[src/fetch_pkg.sv]
// fetch subsystem package
// cache geometry, width types and the FSM encodings shared by the fetch blocks

package fetch_pkg;

   // 8 KiB direct mapped, 256 lines of 32 bytes
   localparam int NUM_SETS = 256;
   // halfwords per line
   localparam int LINE_HW  = 16;
   localparam int INDEX_W  = 8;
   // halfword offset within a line, byte bit 0 is dropped
   localparam int OFFSET_W = 4;
   // 32 - 8 - 4 - 1
   localparam int TAG_W    = 19;

   // byte address
   typedef logic [31:0]         addr_t;
   // one instruction or one bus beat
   typedef logic [15:0]         hword_t;
   // immediate or load result
   typedef logic [31:0]         word_t;
   typedef logic [TAG_W-1:0]    tag_t;
   typedef logic [INDEX_W-1:0]  index_t;
   typedef logic [OFFSET_W-1:0] offset_t;

   // cache fill machine
   typedef enum logic [1:0] {
      IC_IDLE,
      IC_FILL,
      IC_FILL_WAIT,
      IC_NEXT_LINE
   } icache_state_t;

   // uncached load machine, high half first
   typedef enum logic [1:0] {
      LD_IDLE,
      LD_BEAT_HI,
      LD_BEAT_LO,
      LD_DONE
   } load_state_t;

   // bus owner
   typedef enum logic [1:0] {
      GRANT_NONE,
      GRANT_CACHE,
      GRANT_LOAD
   } grant_t;

endpackage
[src/mem_bus_if.sv]
// single 16-bit memory bus, Wishbone style cyc/stb/ack
// one halfword beat per ack, read only

`timescale 1ns/10ps

interface mem_bus_if;
   import fetch_pkg::*;

   // request side, driven by the master
   addr_t       adr;
   logic [1:0]  sel;
   logic        cyc;
   logic        stb;

   // response side, driven by the slave
   logic        ack;
   hword_t      dat_r;

   modport master (
      output adr,
      output sel,
      output cyc,
      output stb,
      input  ack,
      input  dat_r
   );

   modport slave (
      input  adr,
      input  sel,
      input  cyc,
      input  stb,
      output ack,
      output dat_r
   );

endinterface

[src/load_port.sv]
// uncached load port
// reads one 32-bit word as two halfword beats, high half first

`timescale 1ns/10ps

module load_port (
   input  logic             clk_i,
   input  logic             rst_i,
   input  fetch_pkg::addr_t load_adr_i,
   input  logic             load_req_i,
   output logic             load_busy_o,
   output fetch_pkg::word_t load_data_o,
   output logic             load_valid_o,
   mem_bus_if.master        bus_m
);
   import fetch_pkg::*;

   load_state_t state_q;
   addr_t       adr_q;
   word_t       data_q;
   logic        cyc_q;
   logic        stb_q;

   assign bus_m.adr = adr_q;
   assign bus_m.sel = 2'b11;
   assign bus_m.cyc = cyc_q;
   assign bus_m.stb = stb_q;

   assign load_busy_o  = (state_q != LD_IDLE);
   assign load_valid_o = (state_q == LD_DONE);
   assign load_data_o  = data_q;

   // result halves, high beat then low beat
   always_ff @(posedge clk_i)
   begin
      if (stb_q && bus_m.ack)
      begin
         if (state_q == LD_BEAT_HI)
            data_q[31:16] <= bus_m.dat_r;
         else
            data_q[15:0] <= bus_m.dat_r;
      end
   end

   always_ff @(posedge clk_i)
   begin
      if (rst_i)
      begin
         state_q <= LD_IDLE;
         adr_q   <= '0;
         cyc_q   <= 1'b0;
         stb_q   <= 1'b0;
      end
      else
      begin
         case (state_q)
            LD_IDLE:
            begin
               if (load_req_i)
               begin
                  adr_q   <= load_adr_i;
                  cyc_q   <= 1'b1;
                  stb_q   <= 1'b1;
                  state_q <= LD_BEAT_HI;
               end
            end

            LD_BEAT_HI:
            begin
               if (bus_m.ack)
               begin
                  // drop stb for a cycle but keep cyc
                  stb_q   <= 1'b0;
                  adr_q   <= adr_q + addr_t'(2);
                  state_q <= LD_BEAT_LO;
               end
            end

            LD_BEAT_LO:
            begin
               if (!stb_q)
               begin
                  stb_q <= 1'b1;
               end
               else if (bus_m.ack)
               begin
                  stb_q   <= 1'b0;
                  cyc_q   <= 1'b0;
                  state_q <= LD_DONE;
               end
            end

            // single cycle result pulse
            default:
            begin
               state_q <= LD_IDLE;
            end
         endcase
      end
   end

   a_req_not_busy : assert property (@(posedge clk_i) disable iff (rst_i)
      load_req_i |-> !load_busy_o);

endmodule

[src/flat_wrapper.sv]
// flat-port wrapper written by rule: the top's interface ports become plain ports
module load_port_flat import fetch_pkg::*;
  (clk_i, rst_i, load_adr_i, load_req_i, load_busy_o, load_data_o, load_valid_o, bus_m_adr, bus_m_sel, bus_m_cyc, bus_m_stb, bus_m_ack, bus_m_dat_r);
  mem_bus_if bus_m_i ();
  input  logic clk_i;
  input  logic rst_i;
  input  fetch_pkg::addr_t load_adr_i;
  input  logic load_req_i;
  output logic load_busy_o;
  output fetch_pkg::word_t load_data_o;
  output logic load_valid_o;
  output wire logic [$bits(bus_m_i.adr)-1:0] bus_m_adr;
  output wire logic [$bits(bus_m_i.sel)-1:0] bus_m_sel;
  output wire logic [$bits(bus_m_i.cyc)-1:0] bus_m_cyc;
  output wire logic [$bits(bus_m_i.stb)-1:0] bus_m_stb;
  input wire logic [$bits(bus_m_i.ack)-1:0] bus_m_ack;
  input wire logic [$bits(bus_m_i.dat_r)-1:0] bus_m_dat_r;
  assign bus_m_adr = bus_m_i.adr;
  assign bus_m_sel = bus_m_i.sel;
  assign bus_m_cyc = bus_m_i.cyc;
  assign bus_m_stb = bus_m_i.stb;
  assign bus_m_i.ack = bus_m_ack;
  assign bus_m_i.dat_r = bus_m_dat_r;
  load_port u_core (.clk_i(clk_i), .rst_i(rst_i), .load_adr_i(load_adr_i), .load_req_i(load_req_i), .load_busy_o(load_busy_o), .load_data_o(load_data_o), .load_valid_o(load_valid_o), .bus_m(bus_m_i));
endmodule
[config.mk]
export PLATFORM = sky130hd
export DESIGN_NAME = load_port_flat
export DESIGN_NICKNAME = d
export VERILOG_FILES = /design/src/fetch_pkg.sv /design/src/mem_bus_if.sv /design/src/load_port.sv /design/src/flat_wrapper.sv
export SDC_FILE = /design/constraint.sdc
export NUM_CORES = 1
export LEC_CHECK = 0
export BUFFER_PORTS_ARGS = -buffer_cell sky130_fd_sc_hd__buf_2
export CORE_AREA = 3 3 90 92
export DETAILED_ROUTE_END_ITERATION = 10
export DIE_AREA = 0 0 93 95
export PLACE_DENSITY = 0.82
export SYNTH_ARGS = -nofsm -noshare
export SYNTH_HDL_FRONTEND = slang
export SYNTH_SLANG_ARGS = --single-unit
export TNS_END_PERCENT = 100
[constraint.sdc]
create_clock -name clk_i -period 4.2 [get_ports clk_i]
set_input_delay 0.84 -clock clk_i [delete_from_list [all_inputs] [get_ports clk_i]]
set_output_delay 0.84 -clock clk_i [all_outputs]
set_load 0.05 [all_outputs]
# Word level (Yosys, flattened, before mapping)
# Index checks and enable logic that the tools add are counted.
[op_classes]
addsub = 1
multipliers = 0
n_div = 0
n_lt_le_gt_ge = 0
eq_ne = 7
shifts = 0
n_mux = 15
n_bitwise = 1
reduce_logical = 12
[ops]
columns = ["op", "n"]
rows = [
  ["two-way mux 32 bit", 2],
  ["one-hot mux 32 bit (2 select lines)", 1],
  ["adder 32 x 2 -> 32 bit, second input constant", 1],
  ["two-way mux 2 bit", 4],
  ["AND reduction 4 bit", 2],
  ["inequality test 2 bit, second input constant", 3],
  ["one-hot mux 2 bit (3 select lines)", 1],
  ["AND reduction 3 bit", 2],
  ["nonzero test 2 bit", 3],
  ["two-way mux 1 bit", 5],
  ["== test 2 bit, second input constant", 2],
  ["AND reduction 2 bit", 2],
  ["one-hot mux 1 bit (3 select lines)", 1],
  ["nonzero test 3 bit", 1],
  ["== test 2 x 1 -> 1 bit, second input constant", 1],
  ["logical NOT 2 bit", 1],
  ["inequality test 2 x 1 -> 1 bit, second input constant", 1],
  ["one-hot mux 1 bit (2 select lines)", 1],
  ["logical AND 1 bit", 1],
  ["NOT 1 bit", 1],
]
[totals]
ff_bits = 68
latch_bits = 0
mem_bits_rw = 0
rom_bits = 0
inputBits = 52
wordCells = 42
n_memories = 0

# Logic depth before layout (Yosys ltp)
[logic_depth]
depth_word = 3
ltp_mapped = 8

# Least setup slack after synthesis
# OpenSTA, ideal clock, no wires.
[synth_timing]
path_type = "input-to-reg"
startpoint = "input bus_m_ack"
endpoint = "register u_core.data_q[0], in the netlist u_core.load_data_o[0] (enable)"
arrival_ps = 1900
required_time_ps = 3812
slack_ps = 1912
cell_stages = 3
path_buffers = 1
path_cell_list = "clkbuf_1 nand2_1 nor2_1"
[synth_via]
elab_chain_len = 2
[synth_rtl]
columns = ["element", "line_no", "rtl"]
rows = [
  ["from (decl)", "flat_wrapper.sv:16", "input wire logic [$bits(bus_m_i.ack)-1:0] bus_m_ack;"],
  ["logical AND 1 bit", "load_port.sv:36", "if (stb_q && bus_m.ack)"],
  ["AND reduction 2 bit (no line)", "--", ""],
  ["to (signal assigned)", "load_port.sv:41", "data_q[15:0] <= bus_m.dat_r;"],
  ["to (decl)", "load_port.sv:20", "word_t data_q;"],
]
# Every way passes these cells.
# A chain may end at the register's enable or synchronous reset.

# Worst setup path after layout
[layout_timing]
startpoint = "register u_core.state_q[1]"
endpoint = "register u_core.adr_q[13], in the netlist u_core.bus_m.adr[13]"
[layout_via]
elab_chain_len = 3
[layout_rtl]
columns = ["element", "line_no", "rtl"]
rows = [
  ["from (decl)", "load_port.sv:18", "load_state_t state_q;"],
  ["from (signal assigned)", "load_port.sv:49", "state_q <= LD_IDLE;"],
  ["from (signal assigned)", "load_port.sv:64", "state_q <= LD_BEAT_HI;"],
  ["from (signal assigned)", "load_port.sv:75", "state_q <= LD_BEAT_LO;"],
  ["== test 2 x 1 -> 1 bit or logical NOT 2 bit (tied branches)", "load_port.sv:56", "case (state_q)"],
  ["inequality test 2 bit (no line) or nonzero test 2 bit (tied branches)", "--", ""],
  ["AND reduction 3 bit (no line)", "--", ""],
  ["to (signal assigned)", "load_port.sv:61", "adr_q <= load_adr_i;"],
  ["to (signal assigned)", "load_port.sv:74", "adr_q <= adr_q + addr_t'(2);"],
  ["to (decl)", "load_port.sv:19", "addr_t adr_q;"],
]
# Several ways; a longest one is shown, not always the timed one.

==> results.sh <==
export IMPL_final_cell_count_no_fill=606
export IMPL_fillers=638
export IMPL_vias_per_cell=6.12
export IMPL_cts_root_buf="clkbuf_8"
export IMPL_synth_edf_count=32
export IMPL_worstReg2RegStart="u_core.state_q[1]"
export IMPL_cts_tree="built"
export IMPL_worst_clock_skew_ps=12.9
export IMPL_syn_avg_cell_area_um2=9.32
export IMPL_initial_core_util_pct=50.4
export IMPL_layout_common_cells="buf_2, dfxtp_1, edfxtp_1"
export IMPL_finish_utilization_pct=62.2
export IMPL_place_ws_ps=1440
export IMPL_cpMaxStageDelayCell="nor2_1"
export IMPL_cts_buffers=9
export IMPL_period_minus_slack_ps=2850
export IMPL_clock_path_buffers=2
export IMPL_die_x_um=93
export IMPL_fp_dieArea_um2=8840
export IMPL_grt_usage_pct=23.8
export IMPL_min_path_type="reg -> reg"
export IMPL_cts_htree_levels=3
export IMPL_firstDrtPassIters=5
export IMPL_rows=31
export IMPL_grt_max_degree=38
export IMPL_place_inst=590
export IMPL_grt_pass1_wl_um=16400
export IMPL_status="finished, final reports clean"
export IMPL_rr_endpoint="u_core.bus_m.adr[13]"
export IMPL_cts_sinks=68
export IMPL_worst_path_max_fanout=24
export IMPL_clkTransAtPathRegs_ps=80
export IMPL_antenna_found_initial=0
export IMPL_die_y_um=95
export IMPL_holdWs_ps=483
export IMPL_timing_final_crit_share_pct=67.8
export IMPL_ys_top_cells_by_area="edfxtp_1, dfxtp_1, o21ai_0, nand3_1, nor4_1"
export IMPL_fp_coreArea_um2=7290
export IMPL_clock_latency_ps=350
export IMPL_setup_viol_count_final=0
export IMPL_cpPeakStageDelay_ps=900
export IMPL_yosysTopAreaCell="edfxtp_1"
export IMPL_rsz0062_at_grt="false"
export IMPL_drtIter0Drc=385
export IMPL_wl_um=10500
export IMPL_worstHoldStart="u_core.bus_m.adr[0]"
export IMPL_max_cap_viol_count=0
export IMPL_ant_nets=0
export IMPL_stdcell_area_um2=4530
export IMPL_hold_viol=0
export IMPL_vias=3710
export IMPL_nNetsFinal=559
export IMPL_port_buffers=119
export IMPL_crit_chain="inv_1, ha_1, mux2i_1, nor2_1, o21ai_0, a21oi_1"
export IMPL_synthArstFlopShare_pct=0
export IMPL_critical_path_buf_inv_count=1
export IMPL_cp_end_kind="flop"
export IMPL_gp_congestion=0.905
export IMPL_slew_viol_final=0
export IMPL_diodes=0
export IMPL_dp_hpwl_um=7490
export IMPL_whs_path_depth=2
export IMPL_regToRegSetupSlack_ps=1350
export IMPL_place_area_um2=4310
export IMPL_max_slew_margin_rel_pct=11.1
export IMPL_whs_endpoint="u_core.bus_m.adr[0]"
export IMPL_ir_worst_vdd_uv=408
export IMPL_cts_resized=0
export IMPL_areaGrowthSynthToFinish_pct=23.4
export IMPL_fmax_mhz=351
export IMPL_syn_inst=394
export IMPL_cts_hold_buffers=0
export IMPL_cp_required_ps=4470
export IMPL_drc=0
export IMPL_wl_per_cell_um=17.3
export IMPL_synth_seq_cells=68
export IMPL_grt_pass1_vias=3317
export IMPL_setup_total_negative_slack_ps=0
export IMPL_crit_family="simple AND/OR/NAND/NOR gates"
export IMPL_synth_top_area_share_pct=26.2
export IMPL_seq_area_frac_synth_pct=45.8
export IMPL_worstMarginPinSlew_ps=1320
export IMPL_leakage_nw=1.73
export IMPL_synth_cell_types=61
export IMPL_powerDensity_nw_per_um2=706
export IMPL_arrival_ps=3120
export IMPL_pin_count=122
export IMPL_finalWorstSetupSlack_ps=1350
export IMPL_finalPower_mw=3.20
export IMPL_r2r_cells=6
export IMPL_ys_flop_type="dfxtp_1"
export IMPL_layout_commonest_cell="buf_2"
export IMPL_critPathLaunchType="flop"
export IMPL_netlist_area_um2=3670
export IMPL_yosys_warnings=0
export IMPL_layout_drive_gt1_share_pct=31.0
export IMPL_postCtsSetupBuffers=0
export IMPL_crit_type="reg -> reg"
export IMPL_grt_overflow_total=0
how the worst max path moves through the flow:
| stage | start | end | slack [ps] | cells past startpoint |
|---|---|---|---|---|
| floorplan | bus_m_ack | u_core.load_data_o[0] | 1910 | 3 |
| global placement | load_req_i | u_core.bus_m.adr[27] | 1600 | 5 |
| detailed placement | u_core.state_q[1] | u_core.bus_m.adr[1] | 1440 | 6 |
| CTS | u_core.state_q[1] | u_core.bus_m.adr[13] | 1420 | 6 |
| global route | u_core.state_q[1] | u_core.bus_m.adr[13] | 1170 | 6 |
| finish | u_core.state_q[1] | u_core.bus_m.adr[13] | 1350 | 6 |
cell type report:
class                      instances  area, um^2  area share (%)
timing repair buffer             124         633            14.0
inverter                          13        48.8            1.08
sequential                        68        1680            37.1
multi-input combinational        286        1820            40.2
clock buffer                       9         124            2.73
clock inverter                     7        98.8            2.18
tap                               99         124            2.73
cell families (layout without fill, tap and decap cells):
| logic type | after synthesis | count (layout) | share of synthesized area (%) |
|---|---|---|---|
| fa+ha+maj | 5 | 5 | 1.70 |
| other cells | 1 | 2 | 0.102 |
| flops | 68 | 68 | 45.8 |
| compound gates | 109 | 109 | 20.5 |
| buf+inv | 41 | 153 | 4.67 |
| mux | 7 | 7 | 1.98 |
| simple gates | 163 | 163 | 25.3 |
per-layer routing:
metal | GRT usage [%] | vias to the layer above | part of all wire (%)
li1 | - | 1759 | -
met1 | 31.3 | 1676 | 42
met2 | 38.0 | 242 | 46
met3 | 5.02 | 33 | 10
met4 | 10.3 | 0 | 2.6
met5 | 0 | - | 0
where the power goes:
part,total (mW),switching (mW),internal (mW)
clock,0.597,0.260,0.337
combinational,1.54,1.12,0.426
sequential,1.06,0.205,0.855
total,3.20,1.58,1.62
worst reg2reg max path: cells and delay by family (launching register included):
family | cells | cell delay (ps)
flip-flops | 1 | 360
adder cells (fa/ha/maj) | 1 | 640
multiplexers | 1 | 340
buffers and inverters | 1 | 90
AND/OR/NAND/NOR | 1 | 900
AO/OA/AOI/OAI | 2 | 460
cell usage after synthesis, types with 2 or more instances:
cell type   n
clkbuf_1   18
o41ai_1     3
nand3_1    23
and4_1      5
mux2_2      2
nor2_1     13
o31ai_1     2
a21oi_1    15
o21ai_0    27
ha_1        5
a31oi_1    10
edfxtp_1   32
nor3_1     11
o211ai_1    2
dfxtp_1    36
nand2b_1    6
and3_1      8
a22oi_1     2
or4_1       2
o221ai_1    3
mux2i_1     5
nor2b_1    11
inv_1      12
a211oi_1   11
nor4_1     18
and2_1     10
a222oi_1    2
nand4_1    13
a311oi_1   11
nand4b_1    3
buf_1       2
o21a_1      2
buf_4       3
buf_2       4
a31o_2      7
nand2_1    29
a22o_1      2
sequential cells by signal (all words and copies together), names as in the netlist:
| name | flops |
|---|---|
| u_core.load_data_o | 32 |
| u_core.state_q | 2 |
| u_core.bus_m.cyc | 1 |
| u_core.bus_m.adr | 32 |
| u_core.bus_m.stb | 1 |
Note: power is estimated with default switching activity, not from simulation.
