[config.mk]
export PLATFORM = sky130hd
export DESIGN_NAME = bus_arbiter_flat
export DESIGN_NICKNAME = d
export VERILOG_FILES = /design/src/fetch_pkg.sv /design/src/mem_bus_if.sv /design/src/bus_arbiter.sv /design/src/flat_wrapper.sv
export SDC_FILE = /design/constraint.sdc
export NUM_CORES = 1
export LEC_CHECK = 0
export ABC_AREA = 1
export BUFFER_PORTS_ARGS = -buffer_cell sky130_fd_sc_hd__buf_4
export CORE_AREA = 2 2 62 64
export CTS_CLUSTER_SIZE = 14
export DETAILED_ROUTE_END_ITERATION = 16
export DIE_AREA = 0 0 64 66
export PLACE_DENSITY = 0.77
export RECOVER_POWER = 25
export SKIP_LAST_GASP = 1
export SLEW_MARGIN = 30
export SYNTH_ARGS = -nofsm -noshare
export SYNTH_HDL_FRONTEND = slang
export SYNTH_SLANG_ARGS = --single-unit
export TNS_END_PERCENT = 50
[constraint.sdc]
create_clock -name clk_i -period 1.5 [get_ports clk_i]
set_input_delay 0.3 -clock clk_i [delete_from_list [all_inputs] [get_ports clk_i]]
set_output_delay 0.3 -clock clk_i [all_outputs]
set_load 0.02 [all_outputs]
[src/fetch_pkg.sv]
// fetch subsystem package
// cache geometry, width types and the FSM encodings shared by the fetch blocks

package fetch_pkg;

   // 8 KiB direct mapped, 256 lines of 32 bytes
   localparam int NUM_SETS = 256;
   // halfwords per line
   localparam int LINE_HW  = 16;
   localparam int INDEX_W  = 8;
   // halfword offset within a line, byte bit 0 is dropped
   localparam int OFFSET_W = 4;
   // 32 - 8 - 4 - 1
   localparam int TAG_W    = 19;

   // byte address
   typedef logic [31:0]         addr_t;
   // one instruction or one bus beat
   typedef logic [15:0]         hword_t;
   // immediate or load result
   typedef logic [31:0]         word_t;
   typedef logic [TAG_W-1:0]    tag_t;
   typedef logic [INDEX_W-1:0]  index_t;
   typedef logic [OFFSET_W-1:0] offset_t;

   // cache fill machine
   typedef enum logic [1:0] {
      IC_IDLE,
      IC_FILL,
      IC_FILL_WAIT,
      IC_NEXT_LINE
   } icache_state_t;

   // uncached load machine, high half first
   typedef enum logic [1:0] {
      LD_IDLE,
      LD_BEAT_HI,
      LD_BEAT_LO,
      LD_DONE
   } load_state_t;

   // bus owner
   typedef enum logic [1:0] {
      GRANT_NONE,
      GRANT_CACHE,
      GRANT_LOAD
   } grant_t;

endpackage
[src/mem_bus_if.sv]
// single 16-bit memory bus, Wishbone style cyc/stb/ack
// one halfword beat per ack, read only

`timescale 1ns/10ps

interface mem_bus_if;
   import fetch_pkg::*;

   // request side, driven by the master
   addr_t       adr;
   logic [1:0]  sel;
   logic        cyc;
   logic        stb;

   // response side, driven by the slave
   logic        ack;
   hword_t      dat_r;

   modport master (
      output adr,
      output sel,
      output cyc,
      output stb,
      input  ack,
      input  dat_r
   );

   modport slave (
      input  adr,
      input  sel,
      input  cyc,
      input  stb,
      output ack,
      output dat_r
   );

endinterface

[src/bus_arbiter.sv]
// two master arbiter for the memory bus
// cache on m0, load port on m1, alternating priority on a tie

`timescale 1ns/10ps

module bus_arbiter (
   input  logic      clk_i,
   input  logic      rst_i,
   mem_bus_if.slave  m0,
   mem_bus_if.slave  m1,
   mem_bus_if.master s
);
   import fetch_pkg::*;

   grant_t grant_q;
   // high when m1 wins the next tie
   logic   prio_m1_q;
   logic   own0;
   logic   own1;

   assign own0 = (grant_q == GRANT_CACHE);
   assign own1 = (grant_q == GRANT_LOAD);

   // request mux drives nothing without an owner
   assign s.adr = own1 ? m1.adr : m0.adr;
   assign s.sel = own1 ? m1.sel : m0.sel;
   assign s.cyc = (own0 && m0.cyc) || (own1 && m1.cyc);
   assign s.stb = (own0 && m0.stb) || (own1 && m1.stb);

   // response only to the owner
   assign m0.ack   = own0 && s.ack;
   assign m1.ack   = own1 && s.ack;
   assign m0.dat_r = own0 ? s.dat_r : '0;
   assign m1.dat_r = own1 ? s.dat_r : '0;

   always_ff @(posedge clk_i)
   begin
      if (rst_i)
      begin
         grant_q   <= GRANT_NONE;
         prio_m1_q <= 1'b0;
      end
      else
      begin
         case (grant_q)
            GRANT_NONE:
            begin
               // a tie goes to the master that lost the previous tie
               if (m0.cyc && (!m1.cyc || !prio_m1_q))
               begin
                  grant_q <= GRANT_CACHE;
                  // only a tie moves the priority
                  if (m1.cyc)
                     prio_m1_q <= 1'b1;
               end
               else if (m1.cyc)
               begin
                  grant_q <= GRANT_LOAD;
                  if (m0.cyc)
                     prio_m1_q <= 1'b0;
               end
            end

            GRANT_CACHE:
            begin
               if (!m0.cyc)
                  grant_q <= GRANT_NONE;
            end

            GRANT_LOAD:
            begin
               if (!m1.cyc)
                  grant_q <= GRANT_NONE;
            end

            default:
            begin
               grant_q <= GRANT_NONE;
            end
         endcase
      end
   end

   a_grant_held : assert property (@(posedge clk_i) disable iff (rst_i)
      s.cyc |=> $stable(grant_q));

endmodule

[src/flat_wrapper.sv]
// flat-port wrapper written by rule: the top's interface ports become plain ports
module bus_arbiter_flat import fetch_pkg::*;
  (clk_i, rst_i, m0_adr, m0_sel, m0_cyc, m0_stb, m0_ack, m0_dat_r, m1_adr, m1_sel, m1_cyc, m1_stb, m1_ack, m1_dat_r, s_adr, s_sel, s_cyc, s_stb, s_ack, s_dat_r);
  mem_bus_if m0_i ();
  mem_bus_if m1_i ();
  mem_bus_if s_i ();
  input  logic clk_i;
  input  logic rst_i;
  input wire logic [$bits(m0_i.adr)-1:0] m0_adr;
  input wire logic [$bits(m0_i.sel)-1:0] m0_sel;
  input wire logic [$bits(m0_i.cyc)-1:0] m0_cyc;
  input wire logic [$bits(m0_i.stb)-1:0] m0_stb;
  output wire logic [$bits(m0_i.ack)-1:0] m0_ack;
  output wire logic [$bits(m0_i.dat_r)-1:0] m0_dat_r;
  input wire logic [$bits(m1_i.adr)-1:0] m1_adr;
  input wire logic [$bits(m1_i.sel)-1:0] m1_sel;
  input wire logic [$bits(m1_i.cyc)-1:0] m1_cyc;
  input wire logic [$bits(m1_i.stb)-1:0] m1_stb;
  output wire logic [$bits(m1_i.ack)-1:0] m1_ack;
  output wire logic [$bits(m1_i.dat_r)-1:0] m1_dat_r;
  output wire logic [$bits(s_i.adr)-1:0] s_adr;
  output wire logic [$bits(s_i.sel)-1:0] s_sel;
  output wire logic [$bits(s_i.cyc)-1:0] s_cyc;
  output wire logic [$bits(s_i.stb)-1:0] s_stb;
  input wire logic [$bits(s_i.ack)-1:0] s_ack;
  input wire logic [$bits(s_i.dat_r)-1:0] s_dat_r;
  assign m0_i.adr = m0_adr;
  assign m0_i.sel = m0_sel;
  assign m0_i.cyc = m0_cyc;
  assign m0_i.stb = m0_stb;
  assign m0_ack = m0_i.ack;
  assign m0_dat_r = m0_i.dat_r;
  assign m1_i.adr = m1_adr;
  assign m1_i.sel = m1_sel;
  assign m1_i.cyc = m1_cyc;
  assign m1_i.stb = m1_stb;
  assign m1_ack = m1_i.ack;
  assign m1_dat_r = m1_i.dat_r;
  assign s_adr = s_i.adr;
  assign s_sel = s_i.sel;
  assign s_cyc = s_i.cyc;
  assign s_stb = s_i.stb;
  assign s_i.ack = s_ack;
  assign s_i.dat_r = s_dat_r;
  bus_arbiter u_core (.clk_i(clk_i), .rst_i(rst_i), .m0(m0_i), .m1(m1_i), .s(s_i));
endmodule
Word-level counts from Yosys, hierarchy flattened
Index checks and enable logic that the tools add are counted.
{"block": "op_classes", "magnitude_cmp": 0, "bitwise_logic": 0, "div": 0, "n_shift": 0, "addsub": 0, "mux": 13, "eq_ne": 5, "multipliers": 0, "reduce_logical": 16}
{"op": "$mux 16", "n": 2}
{"op": "$mux 32", "n": 1}
{"op": "$mux 2", "n": 5}
{"op": "$logic_and 1x1->1", "n": 7}
{"op": "$pmux 2 s3", "n": 1}
{"op": "$reduce_and 3->1", "n": 2}
{"op": "$mux 1", "n": 4}
{"op": "$ne 2x2->1 const B", "n": 2}
{"op": "$logic_or 1x1->1", "n": 3}
{"op": "$ne 3x2->1 const B", "n": 1}
{"op": "$eq 2x1->1 const B", "n": 1}
{"op": "$eq 2x2->1 const B", "n": 1}
{"op": "$logic_not 1->1", "n": 2}
{"op": "$logic_not 2->1", "n": 1}
{"op": "$reduce_bool 2->1", "n": 1}
{"block": "word_totals", "output_inout_bits": 70, "latchBits": 0, "register_bits": 3, "ram_bits": 0, "mem_count": 0, "mem_bits_ro": 0}

Longest topological paths before layout
Gate-level depths: netlist of the first run.
{"block": "logic_depth", "ltp_word": 5, "mapped_depth": 6}

Least setup slack after synthesis of the first run
OpenSTA, ideal clock, no wires.
{"block": "synth_timing", "kind": "register -> output", "start": "register u_core.grant_q[1]", "end": "output port m1_dat_r[10]", "required_time_ps": 1200, "arrival_ps": 1091, "stages_incl_launch_ff": 5, "path_buffers": 2, "setup_slack_ps": 109, "path_cell_list": "dfxtp_1 nand2_4 buf_6 buf_2 nor2_1"}
{"block": "synth_via", "elab_chain_cells": 2}
{"item": "start, declared", "line_no": "bus_arbiter.sv:15", "text": "grant_t grant_q;"}
{"item": "start signal, assigned", "line_no": "bus_arbiter.sv:40", "text": "grant_q <= GRANT_NONE;"}
{"item": "start signal, assigned", "line_no": "bus_arbiter.sv:51", "text": "grant_q <= GRANT_CACHE;"}
{"item": "start signal, assigned", "line_no": "bus_arbiter.sv:58", "text": "grant_q <= GRANT_LOAD;"}
{"item": "$eq 2x2->1", "line_no": "bus_arbiter.sv:22", "text": "assign own1 = (grant_q == GRANT_LOAD);"}
{"item": "$mux 16", "line_no": "bus_arbiter.sv:34", "text": "assign m1.dat_r = own1 ? s.dat_r : '0;"}
{"item": "end, declared", "line_no": "flat_wrapper.sv:20", "text": "output wire logic [$bits(m1_i.dat_r)-1:0] m1_dat_r;"}
No other way between the ends.

Worst setup path in the final report of the first run
{"block": "layout_timing", "start": "register u_core.grant_q[0]", "end": "output port s_adr[12]"}
{"block": "layout_via", "elab_chain_cells": 2}
{"item": "$eq 2x2->1", "line_no": "bus_arbiter.sv:22"}
{"item": "$mux 32", "line_no": "bus_arbiter.sv:25", "text": "assign s.adr = own1 ? m1.adr : m0.adr;"}
{"item": "end, declared", "line_no": "flat_wrapper.sv:21", "text": "output wire logic [$bits(s_i.adr)-1:0] s_adr;"}
No other way between the ends.

==> summary.md, run 1 <==
| Metric | Value |
|---|---|
| Placed Cells incl. Taps | between 300 and 400 |
| CP Capture Type | output port |
| Largest family of logic cells by synthesized area | multiplexers |
| Max cap viols | 0 |
| Root Driver | clkbuf_4 |
| Syn Area/Cell | slightly below 8 um^2 |
| RSZ-0062 raised after global routing | yes |
| Worst Tran Pin Value | 0.298 ns |
| Startpoint Class | register |
| Initial antenna violation count | 0 |
| Cell Area, Placed | between 2000 and 2500 um^2 |
| Power per cell area | 574 nW/um^2 |
| Worst-skew pair later-pin latency | between 0.2 and 0.25 ns |
| Top-area cell type share of the netlist area | 0.515 |
| Final worst path period share | 1.08 |
| Adder-cell share of the synthesized area | 0 |
| # IOs | about 160 |
| Crit Path Class | register to output port |
| RR Endpoint | u_core.grant_q[1]$_SDFFE_PP0P_ |
| Xor/xnor share of the synthesized area | 0 |
| Reg clk slew, reported paths | 0.04 ns |
| Antenna viol nets, final | 0 |
| H-tree lvl count | 1 |
| Largest net degree at the start of global routing | 21 |
| # rows | 22 |
| Hold Path End | u_core.grant_q[1]$_SDFFE_PP0P_ |
| Worst IR Drop VDD | between 0.0004 and 0.0005 V |
| Worst path arrival time | between 1 and 1.5 ns |
| Vias post-DR | 1470 |
| Max Slew Vio Count | 0 |
| WL final | a little over 5000 um |
| Hold Path Stages | 2 |
| Worst reg2reg setup slack | ~0.3 ns |
| Worst Setup SP | u_core.grant_q[0]$_SDFFE_PP0P_ |
| Area of the mapped netlist | roughly 930 um^2 |
| Mux contribution to synthesized area | 0.540 |
| Cells after synthesis | 121 |
| Clock skew | slightly above 0.004 ns |
| Die Span X | around 64 um |
| Worst Slack Setup Final | -0.123 ns |
| Num Clock Sinks | 3 |
| Fraction of layout cells with a size suffix above 1 | 0.760 |
| R2R cell count | 7 |
| Vias in the first global route | around 1300 |
| Area leader, netlist | mux2_4 |
| Buffers on Ports | 160 |
| Slew HR | 0.801 |
| Yosys warns | 0 |
| CTS max path bufs | 2 |
| Chip height | roughly 66 um |
| FF-to-FF Start | u_core.grant_q[1]$_SDFFE_PP0P_ |
| Synth Area in Simple Gates | 0.246 |
| Design area | 2560 um^2 |
| P&R area growth vs syn | 175% |
| DP HPWL | about 3800 um |
| Leak | ~1.5 nW |
| Critical Path RT | 1.20 ns |
| Global-route wire length before repair | 6700 um |
| Total GRT Usage | 0.205 |
| Post-synthesis sequential area ratio | 0.0644 |
| Iter 0 DRT Violations | 64 |
| Crit-path max FO | 8 |
| Dpl ws | between 0.02 and 0.03 ns |
| Synth area leaders | mux2_4, nor2_1, inv_1 |
| Final-report hold violation count | 0 |
| Worst hold start | rst_i |
| Area fraction in compound gates after synthesis | 0.0107 |
| F_max | about 0.62 GHz |
| Core Box Area | 3550 um^2 |
| Initial core utilization | 0.263 |
| Antenna cell count | 0 |
| DIE AREA | 4220 um^2 |
| CTS tree | yes |
| Post-synthesis register bit count | 3 |
| CTS Buf Count | 3 |
| Synthesized net count | roughly 210 |
| Failing checks | negative setup slack |
| Grt total ovfl | 0 |
| Nets@finish | 384 |
| Drt pass-1 iters | 4 |
| Final setup vio count | 68 |
| Final core utilization | 0.721 |
| Status | complete, but fails checks |
| Final Critical Period | between 1.5 and 2 ns |
| Hold Buf Count CTS | 0 |
| GPL Wtd Cong | 0.790 |
| Vias per cell | around 4.3 |
| Layout fillers | 268 |
| DR DRC count | 0 |
| Final cell count without fillers | 340 |
| Hold crit path type | primary input to register |
| Cell variety after synth | 13 |
| Routed len/inst | around 15 um |
-- cells in the final DEF, fill, tap and decap left out --
cell	netlist	routed
nand4_1	1	1
dfxtp_1	3	1
clkbuf_1	0	1
clkbuf_4	0	3
nand3_1	7	7
buf_12	0	6
inv_1	19	18
buf_6	4	36
nand2_8	0	1
dfxtp_2	0	1
mux2_4	32	34
nand2_1	8	7
nor2_4	0	6
a21oi_1	2	2
dfxtp_4	0	1
inv_4	0	1
buf_4	0	130
inv_2	1	1
nand2_2	0	1
nor2_1	39	33
clkbuf_16	0	1
-- sequential cells by signal, indices dropped and copies added (netlist names) --
register / cells
u_core.grant_q: 2
u_core.prio_m1_q: 1
-- stage by stage --
step / total power, mW / hold WS (ns) / setup TNS [ns]
global placement: 1.14 / 0.444 / 0
CTS: 1.42 / 0.223 / -7.31
finish: 1.47 / 0.228 / -5.18
global route: 1.55 / 0.223 / -9.56
detailed placement: 1.16 / 0.452 / 0
floorplan: 0.655 / 0.369 / 0
-- layout make-up --
| class | instances | area (um^2) | share of cell area |
|---|---|---|---|
| clock buffers | 4 | 26.3 | 0.0103 |
| flip-flops and latches | 3 | 65.1 | 0.0254 |
| multi-input cells | 92 | 806 | 0.315 |
| repair buffers | 173 | 1530 | 0.596 |
| well taps | 48 | 60.1 | 0.0234 |
| inverters | 20 | 77.6 | 0.0303 |
-- synthesized netlist by cell type (all sizes together) --
master  instances
inv            20
nor2           39
mux2           34
buf             6
a21oi           2
nand3           7
dfxtp           3
nand4           1
nand2           9
-- where the power goes --
group	leakage (nW)	switching (mW)	total (mW)	internal, mW
clock network	0.0150	0.0468	0.147	0.100
registers	0.0257	0.00880	0.0985	0.0897
logic	1.49	0.534	1.22	0.690
total	1.53	0.590	1.47	0.879
-- timing repair --
action	4_1_cts	5_1_grt
hold endpoints to repair	0	0
buffers inserted	3	3
pin swaps	1	1
cloned	1	1
setup endpoints to repair	51	55
gates resized for setup	30	31
-- worst max path at each step --
stage / to / slack, ns / depth (start not counted)
6_report: s_adr[12] / -0.12 / 5
5_1_grt: s_adr[2] / -0.18 / 5
4_1_cts: s_adr[6] / -0.22 / 6
3_5_place_dp: s_adr[6] / 0.03 / 5
3_3_place_gp: s_adr[30] / 0.05 / 5
2_1_floorplan: m1_dat_r[10] / 0.11 / 4
-- cell families after synthesis --
group           count (synthesis)
buf+inv                        26
simple gates                   56
compound gates                  2
mux                            34
flops                           3
-- routing by layer --
layer  vias to the layer above  track usage  wire (um)
met5                         -            0          0
met4                         0       0.0516         35
met3                         4       0.0494        360
met2                        65        0.408       3000
met1                       676        0.212       1670
li1                        725            -          -
-- critical path, stage by stage, from the launching register on --
cell and delay, ns:
dfxtp_2 0.34, inv_4 0.05, nand2_8 0.10, buf_12 0.15
mux2_4 0.31, buf_6 0.13
Power figures use the tool's default switching activity.
==> run 2: changes to the inputs <==
CORE_AREA = 2 2 63 65   (was 2 2 62 64)
CTS_BUF_LIST = sky130_fd_sc_hd__clkbuf_8   (was default)
DIE_AREA = 0 0 65 67   (was 0 0 64 66)
PLACE_DENSITY = 0.74   (was 0.77)
==> summary.md, run 2 (synthesis results as in run 1) <==
| Metric | Value |
|---|---|
| Max reg flops | 2 (unchanged) |
| Reg clk slew, reported paths | 0.03 ns (about the same) |
| Worst path arrival time | 1.32 ns (about the same) |
| Final-report hold violation count | 0 (unchanged) |
| Hold crit path type | primary input to register |
| Die Span X | 65 um (+1.6%) |
| Status | complete, but fails checks |
| Grt total ovfl | 0 (unchanged) |
| Global-route wire length before repair | 5700 um (-15%) |
| Worst IR Drop VDD | 0.000534 V (+7.6%) |
| Initial antenna violation count | 0 (unchanged) |
| Core Box Area | 3610 um^2 (+1.6%) |
| Chip height | 67 um (+1.5%) |
| Worst Slack Setup Final | -0.123 ns (+0.000106 ns) |
| Commonest cells after routing, fill and taps aside | buf_4, nor2_1, mux2_4 |
| Drt pass-1 iters | 4 (unchanged) |
| CP Capture Type | output port |
| P&R area growth vs syn | 170% |
| Commonest non-fill, non-tap cell in the layout | buf_4 |
| F_max | 0.616 GHz (about the same) |
| Buffers on Ports | 160 (unchanged) |
| Slew HR | 0.814 (+0.0130) |
| Worst reg2reg setup slack | 0.35 ns (+0.05 ns) |
| Final setup vio count | 53 (-22%) |
| Final Critical Period | 1.62 ns (-0.000106 ns) |
| Root Driver | clkbuf_8 |
| Vias post-DR | 1422 (-3.3%) |
| WL final | 4420 um (-13%) |
| Top reg by flops | u_core.grant_q |
| # IOs | 161 (unchanged) |
| Critical Path RT | 1.20 ns (about the same) |
| Antenna cell count | 0 (unchanged) |
| Vias per cell | 4.19 (-3.0%) |
| Vias in the first global route | 1269 (-5.9%) |
| Num Clock Sinks | 3 (unchanged) |
| DR DRC count | 0 (unchanged) |
| Total power | 1.51 mW (+3.0%) |
| Crit-path cells | inv_4 > nand2_8 > clkbuf_16 > mux2_4 > buf_6 |
| Fraction of layout cells with a size suffix above 1 | 0.732 (-0.0283) |
| GPL Wtd Cong | 0.742 (-6.0%) |
| Regs by FF count | u_core.grant_q (2), u_core.prio_m1_q (1) |
| Layout fillers | 292 (+9.0%) |
| H-tree lvl count | 1 (unchanged) |
| Nets@finish | 383 (-0.26%) |
| DIE AREA | 4360 um^2 (+3.1%) |
| Max Slew Vio Count | 0 (unchanged) |
| Initial core utilization | 0.259 (-0.00401) |
| Largest net degree at the start of global routing | 18 (-14%) |
| Iter 0 DRT Violations | 58 (-9.4%) |
| Crit Path Class | register to output port |
| Leak | 1.53 nW (+0.40%) |
| # rows | 22 (unchanged) |
| Crit-path max FO | 7 (-1) |
| CTS tree | yes |
| Power per cell area | 602 nW/um^2 (+4.9%) |
| Max cap viols | 0 (unchanged) |
| Total GRT Usage | 0.165 (-0.0395) |
| Routed len/inst | 13.0 um (-12%) |
| Final worst path period share | 1.08 (about the same) |
| CP max stage delay | 0.34 ns (about the same) |
| CTS max path bufs | 2 (unchanged) |
| Worst Tran Pin Value | 0.279 ns (-0.0195 ns) |
| Clock skew | 0.00310 ns (-0.000945 ns) |
| DP HPWL | 3540 um (-6.4%) |
| Failing checks | negative setup slack |
| Antenna viol nets, final | 0 (unchanged) |
| Worst-skew pair later-pin latency | 0.22 ns (-0.02 ns) |
| Startpoint Class | register |
| Max stage delay cell, worst path | dfxtp_2 |
| CTS Buf Count | 3 (unchanged) |
| Final core utilization | 0.697 (-0.0242) |
| Hold Buf Count CTS | 0 (unchanged) |
| RSZ-0062 raised after global routing | yes |
run 2: cell count changes in the layout (fill, tap and decap cells not counted), moves of 2 or more:
cell,previous run,this run
buf_12,6,2
buf_4,130,132
buf_6,36,33
buf_8,0,2
clkbuf_4,3,0
clkbuf_8,0,3
inv_1,18,20
nor2_1,33,39
nor2_4,6,0
run 2: final cells by class:
cell class	instances	area (um^2)	share of cell area
clock inverters	1	3.75	0.00149
flip-flops and latches	3	62.6	0.0249
clock buffers	3	41.3	0.0164
well taps	48	60.1	0.0239
repair buffers	172	1510	0.601
inverters	20	77.6	0.0309
multi-input cells	92	758	0.302
run 2: worst max-delay path: cells and delay by family, from the launching register on:
family        cells  cell delay (ns)
flops             1             0.34
mux               1             0.30
simple gates      1             0.11
buf+inv           3             0.35
run 2: per-layer routing:
metal  track usage  wire length (um)  vias up  share of wire
met5             0                 0        -              0
met4        0.0399                51        0          0.012
met3        0.0321               400        4          0.090
met2         0.338              2550       80           0.58
met1         0.170              1420      615           0.32
li1              -                 -      723              -
run 2: path summary, 6_finish.rpt:
kind / cells after the start / start / end
min: 2 / rst_i / u_core.grant_q[1]$_SDFFE_PP0P_
max reg2reg: 7 / u_core.grant_q[1]$_SDFFE_PP0P_ / u_core.grant_q[1]$_SDFFE_PP0P_
min reg2reg: 2 / u_core.prio_m1_q$_SDFFE_PP0P_ / u_core.prio_m1_q$_SDFFE_PP0P_
max: 5 / u_core.grant_q[0]$_SDFFE_PP0P_ / s_adr[31]
run 2: per-stage QoR:
| step | area (um^2) | worst slack [ns] | hold WS (ns) | instances | TNS [ns] |
|---|---|---|---|---|---|
| after floorplan | 932 | 0.109 | 0.369 | 121 | 0 |
| after global placement | 2220 | 0.0634 | 0.443 | 330 | 0 |
| after detailed placement | 2220 | 0.0578 | 0.456 | 330 | 0 |
| after CTS | 2340 | -0.164 | 0.248 | 337 | -5.53 |
| after global routing | 2510 | -0.174 | 0.258 | 339 | -7.28 |
| final | 2510 | -0.123 | 0.251 | 339 | -4.32 |
run 2: where the power goes:
| group | internal (mW) | switching (mW) |
|---|---|---|
| Combinational | 0.678 | 0.506 |
| Sequential | 0.0900 | 0.00881 |
| Clock | 0.174 | 0.0559 |
| Total | 0.942 | 0.571 |
run 2: what timing repair did:
item	4_1_cts	5_1_grt
setup buffers	2	0
pin swaps	1	1
gates cloned	1	2
endpoints found under the setup margin	51	68
resized for setup	12	32
==> run 3: changes to the inputs <==
CELL_PAD_IN_SITES_DETAIL_PLACEMENT = 2   (was default)
CELL_PAD_IN_SITES_GLOBAL_PLACEMENT = 2   (was default)
CORE_AREA = default   (was 2 2 63 65)
CORE_UTILIZATION = 11   (was default)
DIE_AREA = default   (was 0 0 65 67)
PLACE_DENSITY = 0.8   (was 0.74)
==> summary.md, run 3 (synthesis results as in run 1) <==
| Metric | Value |
|---|---|
| Status | complete, but fails checks |
| Failing checks | negative setup slack |
| Max cap viols | 0 (unchanged) |
| GPL Wtd Cong | 0.720 (-3.0%) |
| Commonest non-fill, non-tap cell in the layout | buf_4 |
| Design area | 2770 um^2 (+10%) |
| # rows | 33 (+50%) |
| Max stage delay cell, worst path | dfxtp_2 |
| Sequential power share | 0.061 (-0.004) |
| Grt total ovfl | 0 (unchanged) |
| Total GRT Usage | 0.118 (-0.0470) |
| Final worst path period share | 1.11 (+0.0265) |
| Initial antenna violation count | 0 (unchanged) |
| Max Slew Vio Count | 0 (unchanged) |
| Vias post-DR | 1543 (+8.5%) |
| Switching share of power | 0.396 (+0.0184) |
| Fraction of layout cells with a size suffix above 1 | 0.777 (+0.0451) |
| Worst-skew pair later-pin latency | 0.22 ns (about the same) |
| Regs by FF count | u_core.grant_q (2), u_core.prio_m1_q (1) |
| Dpl ws | 0.0133 ns (-0.0445 ns) |
| Startpoint Class | register |
| Total power | 1.64 mW (+8.4%) |
| Antenna viol nets, final | 0 (unchanged) |
| Final setup vio count | 58 (+9.4%) |
| Buffers on Ports | 160 (unchanged) |
| CP max stage delay | 0.34 ns (about the same) |
| Num Clock Sinks | 3 (unchanged) |
| Critical path's top delay family | buffers and inverters |
| Layout fillers | 914 (+210%) |
| Clock power share | 0.144 (-0.008) |
| P&R area growth vs syn | 197% |
| Critical Path RT | 1.20 ns (about the same) |
| Placed Cells incl. Taps | 387 (+17%) |
| DP HPWL | 4930 um (+39%) |
| Iter 0 DRT Violations | 7 (-88%) |
| Hold crit path type | primary input to register |
| Leak | 1.57 nW (+2.6%) |
| Initial core utilization | 0.113 (-0.145) |
| Worst IR Drop VDD | 0.000533 V (about the same) |
| H-tree lvl count | 1 (unchanged) |
| Final core utilization | 0.337 (-0.360) |
| F_max | 0.602 GHz (-2.4%) |
| Switching pwr | 649 uW (+14%) |
| # IOs | 161 (unchanged) |
| Commonest cells after routing, fill and taps aside | buf_4, buf_6, mux2_4 |
| DIE AREA | 8850 um^2 (+100%) |
| Slew HR | 0.801 (-0.0129) |
| Crit-path cells | inv_4 > nand2_8 > clkbuf_16 > mux2_4 > buf_6 |
| CP Capture Type | output port |
| Top reg by flops | u_core.grant_q |
| Worst Slack Setup Final | -0.162 ns (-0.0397 ns) |
| CTS max path bufs | 2 (unchanged) |
| RSZ-0062 raised after global routing | yes |
| Max reg flops | 2 (unchanged) |
| Vias in the first global route | 1583 (+25%) |
| Vias per cell | 3.85 (-8.3%) |
| Worst Tran Pin Value | 0.298 ns (+0.0192 ns) |
| Root Driver | clkbuf_8 |
| Routed len/inst | 15.9 um (+22%) |
| Hold Buf Count CTS | 0 (unchanged) |
| WP buf/inv | 3 (unchanged) |
| CTS Buf Count | 3 (unchanged) |
| Clock skew | 0.00521 ns (+0.00211 ns) |
| Global-route wire length before repair | 8010 um (+41%) |
| Internal | 992 uW (+5.2%) |
| Chip height | 94.1 um (+40%) |
| Crit-path max FO | 8 (+1) |
| Core Box Area | 8220 um^2 (+130%) |
| Cell Area, Placed | 2300 um^2 (+3.8%) |
| Comb pwr share | 0.795 (+0.013) |
| Final cell count without fillers | 401 (+18%) |
| Die Span X | 94.1 um (+45%) |
| DR DRC count | 0 (unchanged) |
| Power per cell area | 593 nW/um^2 (-1.5%) |
| Final Critical Period | 1.66 ns (+0.0397 ns) |
| Worst path arrival time | 1.36 ns (+0.04 ns) |
| WL final | 6380 um (+44%) |
| Final TNS setup | -6.01 ns (-1.69 ns) |
| CTS tree | yes |
| Drt pass-1 iters | 2 (-2) |
| Final-report hold violation count | 0 (unchanged) |
| Nets@finish | 388 (+1.3%) |
| Hold WS | 0.260 ns (+0.00950 ns) |
| Reg clk slew, reported paths | 0.03 ns (about the same) |
| Largest net degree at the start of global routing | 18 (unchanged) |
| Antenna cell count | 0 (unchanged) |
| Crit Path Class | register to output port |
run 3: changes by cell type in the layout (fill, tap and decap cells not counted), moves of 2 or more:
cell,change
nor2_1,-10
nor2_4,+9
buf_6,+5
buf_4,-2
clkbuf_16,+2
mux2_2,+2
mux2_4,-2
run 3: power by group through the flow:
| stage | clock (mW) | combinational [mW] | sequential (mW) |
|---|---|---|---|
| 2_1_floorplan | 0 | 0.556 | 0.0981 |
| 3_3_place_gp | 0 | 1.04 | 0.0954 |
| 3_5_place_dp | 0 | 1.07 | 0.0960 |
| 4_1_cts | 0.242 | 1.14 | 0.0990 |
| 5_1_grt | 0.250 | 1.38 | 0.101 |
| 6_report | 0.237 | 1.30 | 0.0998 |
run 3: path summary, 6_finish.rpt:
path                                  start                              to  slack [ns]  cells after the start
max          u_core.grant_q[0]$_SDFFE_PP0P_                        s_adr[4]       -0.16                      5
min reg2reg   u_core.prio_m1_q$_SDFFE_PP0P_   u_core.prio_m1_q$_SDFFE_PP0P_        0.47                      2
max reg2reg  u_core.grant_q[1]$_SDFFE_PP0P_  u_core.grant_q[1]$_SDFFE_PP0P_        0.20                      7
min                                   rst_i  u_core.grant_q[0]$_SDFFE_PP0P_        0.26                      2
run 3: metal layers:
metal / global-route usage / wire length (um) / up-vias
li1: - / - / 736
met1: 0.113 / 2180 / 737
met5: 0 / 0 / -
met4: 0.0231 / 48 / 0
met3: 0.0186 / 377 / 6
met2: 0.257 / 3770 / 64
run 3: cell type report:
cell class                      instances  area [um^2]  area share
Tap cell                              105          131      0.0475
Inverter                               20         82.6      0.0298
Sequential cell                         3         65.1      0.0235
Timing Repair Buffer                  177         1610       0.580
Multi-Input combinational cell         92          837       0.302
Clock buffer                            3         41.3      0.0149
Clock inverter                          1         3.75     0.00136
run 3: what timing repair did:
action                                  in CTS  in global routing
endpoints found under the setup margin      52                 67
hold endpoints to repair                     0                  0
buffers inserted                             5                  1
cloned                                       1                  4
resized for setup                           11                 60
pin swaps                                    1                  1
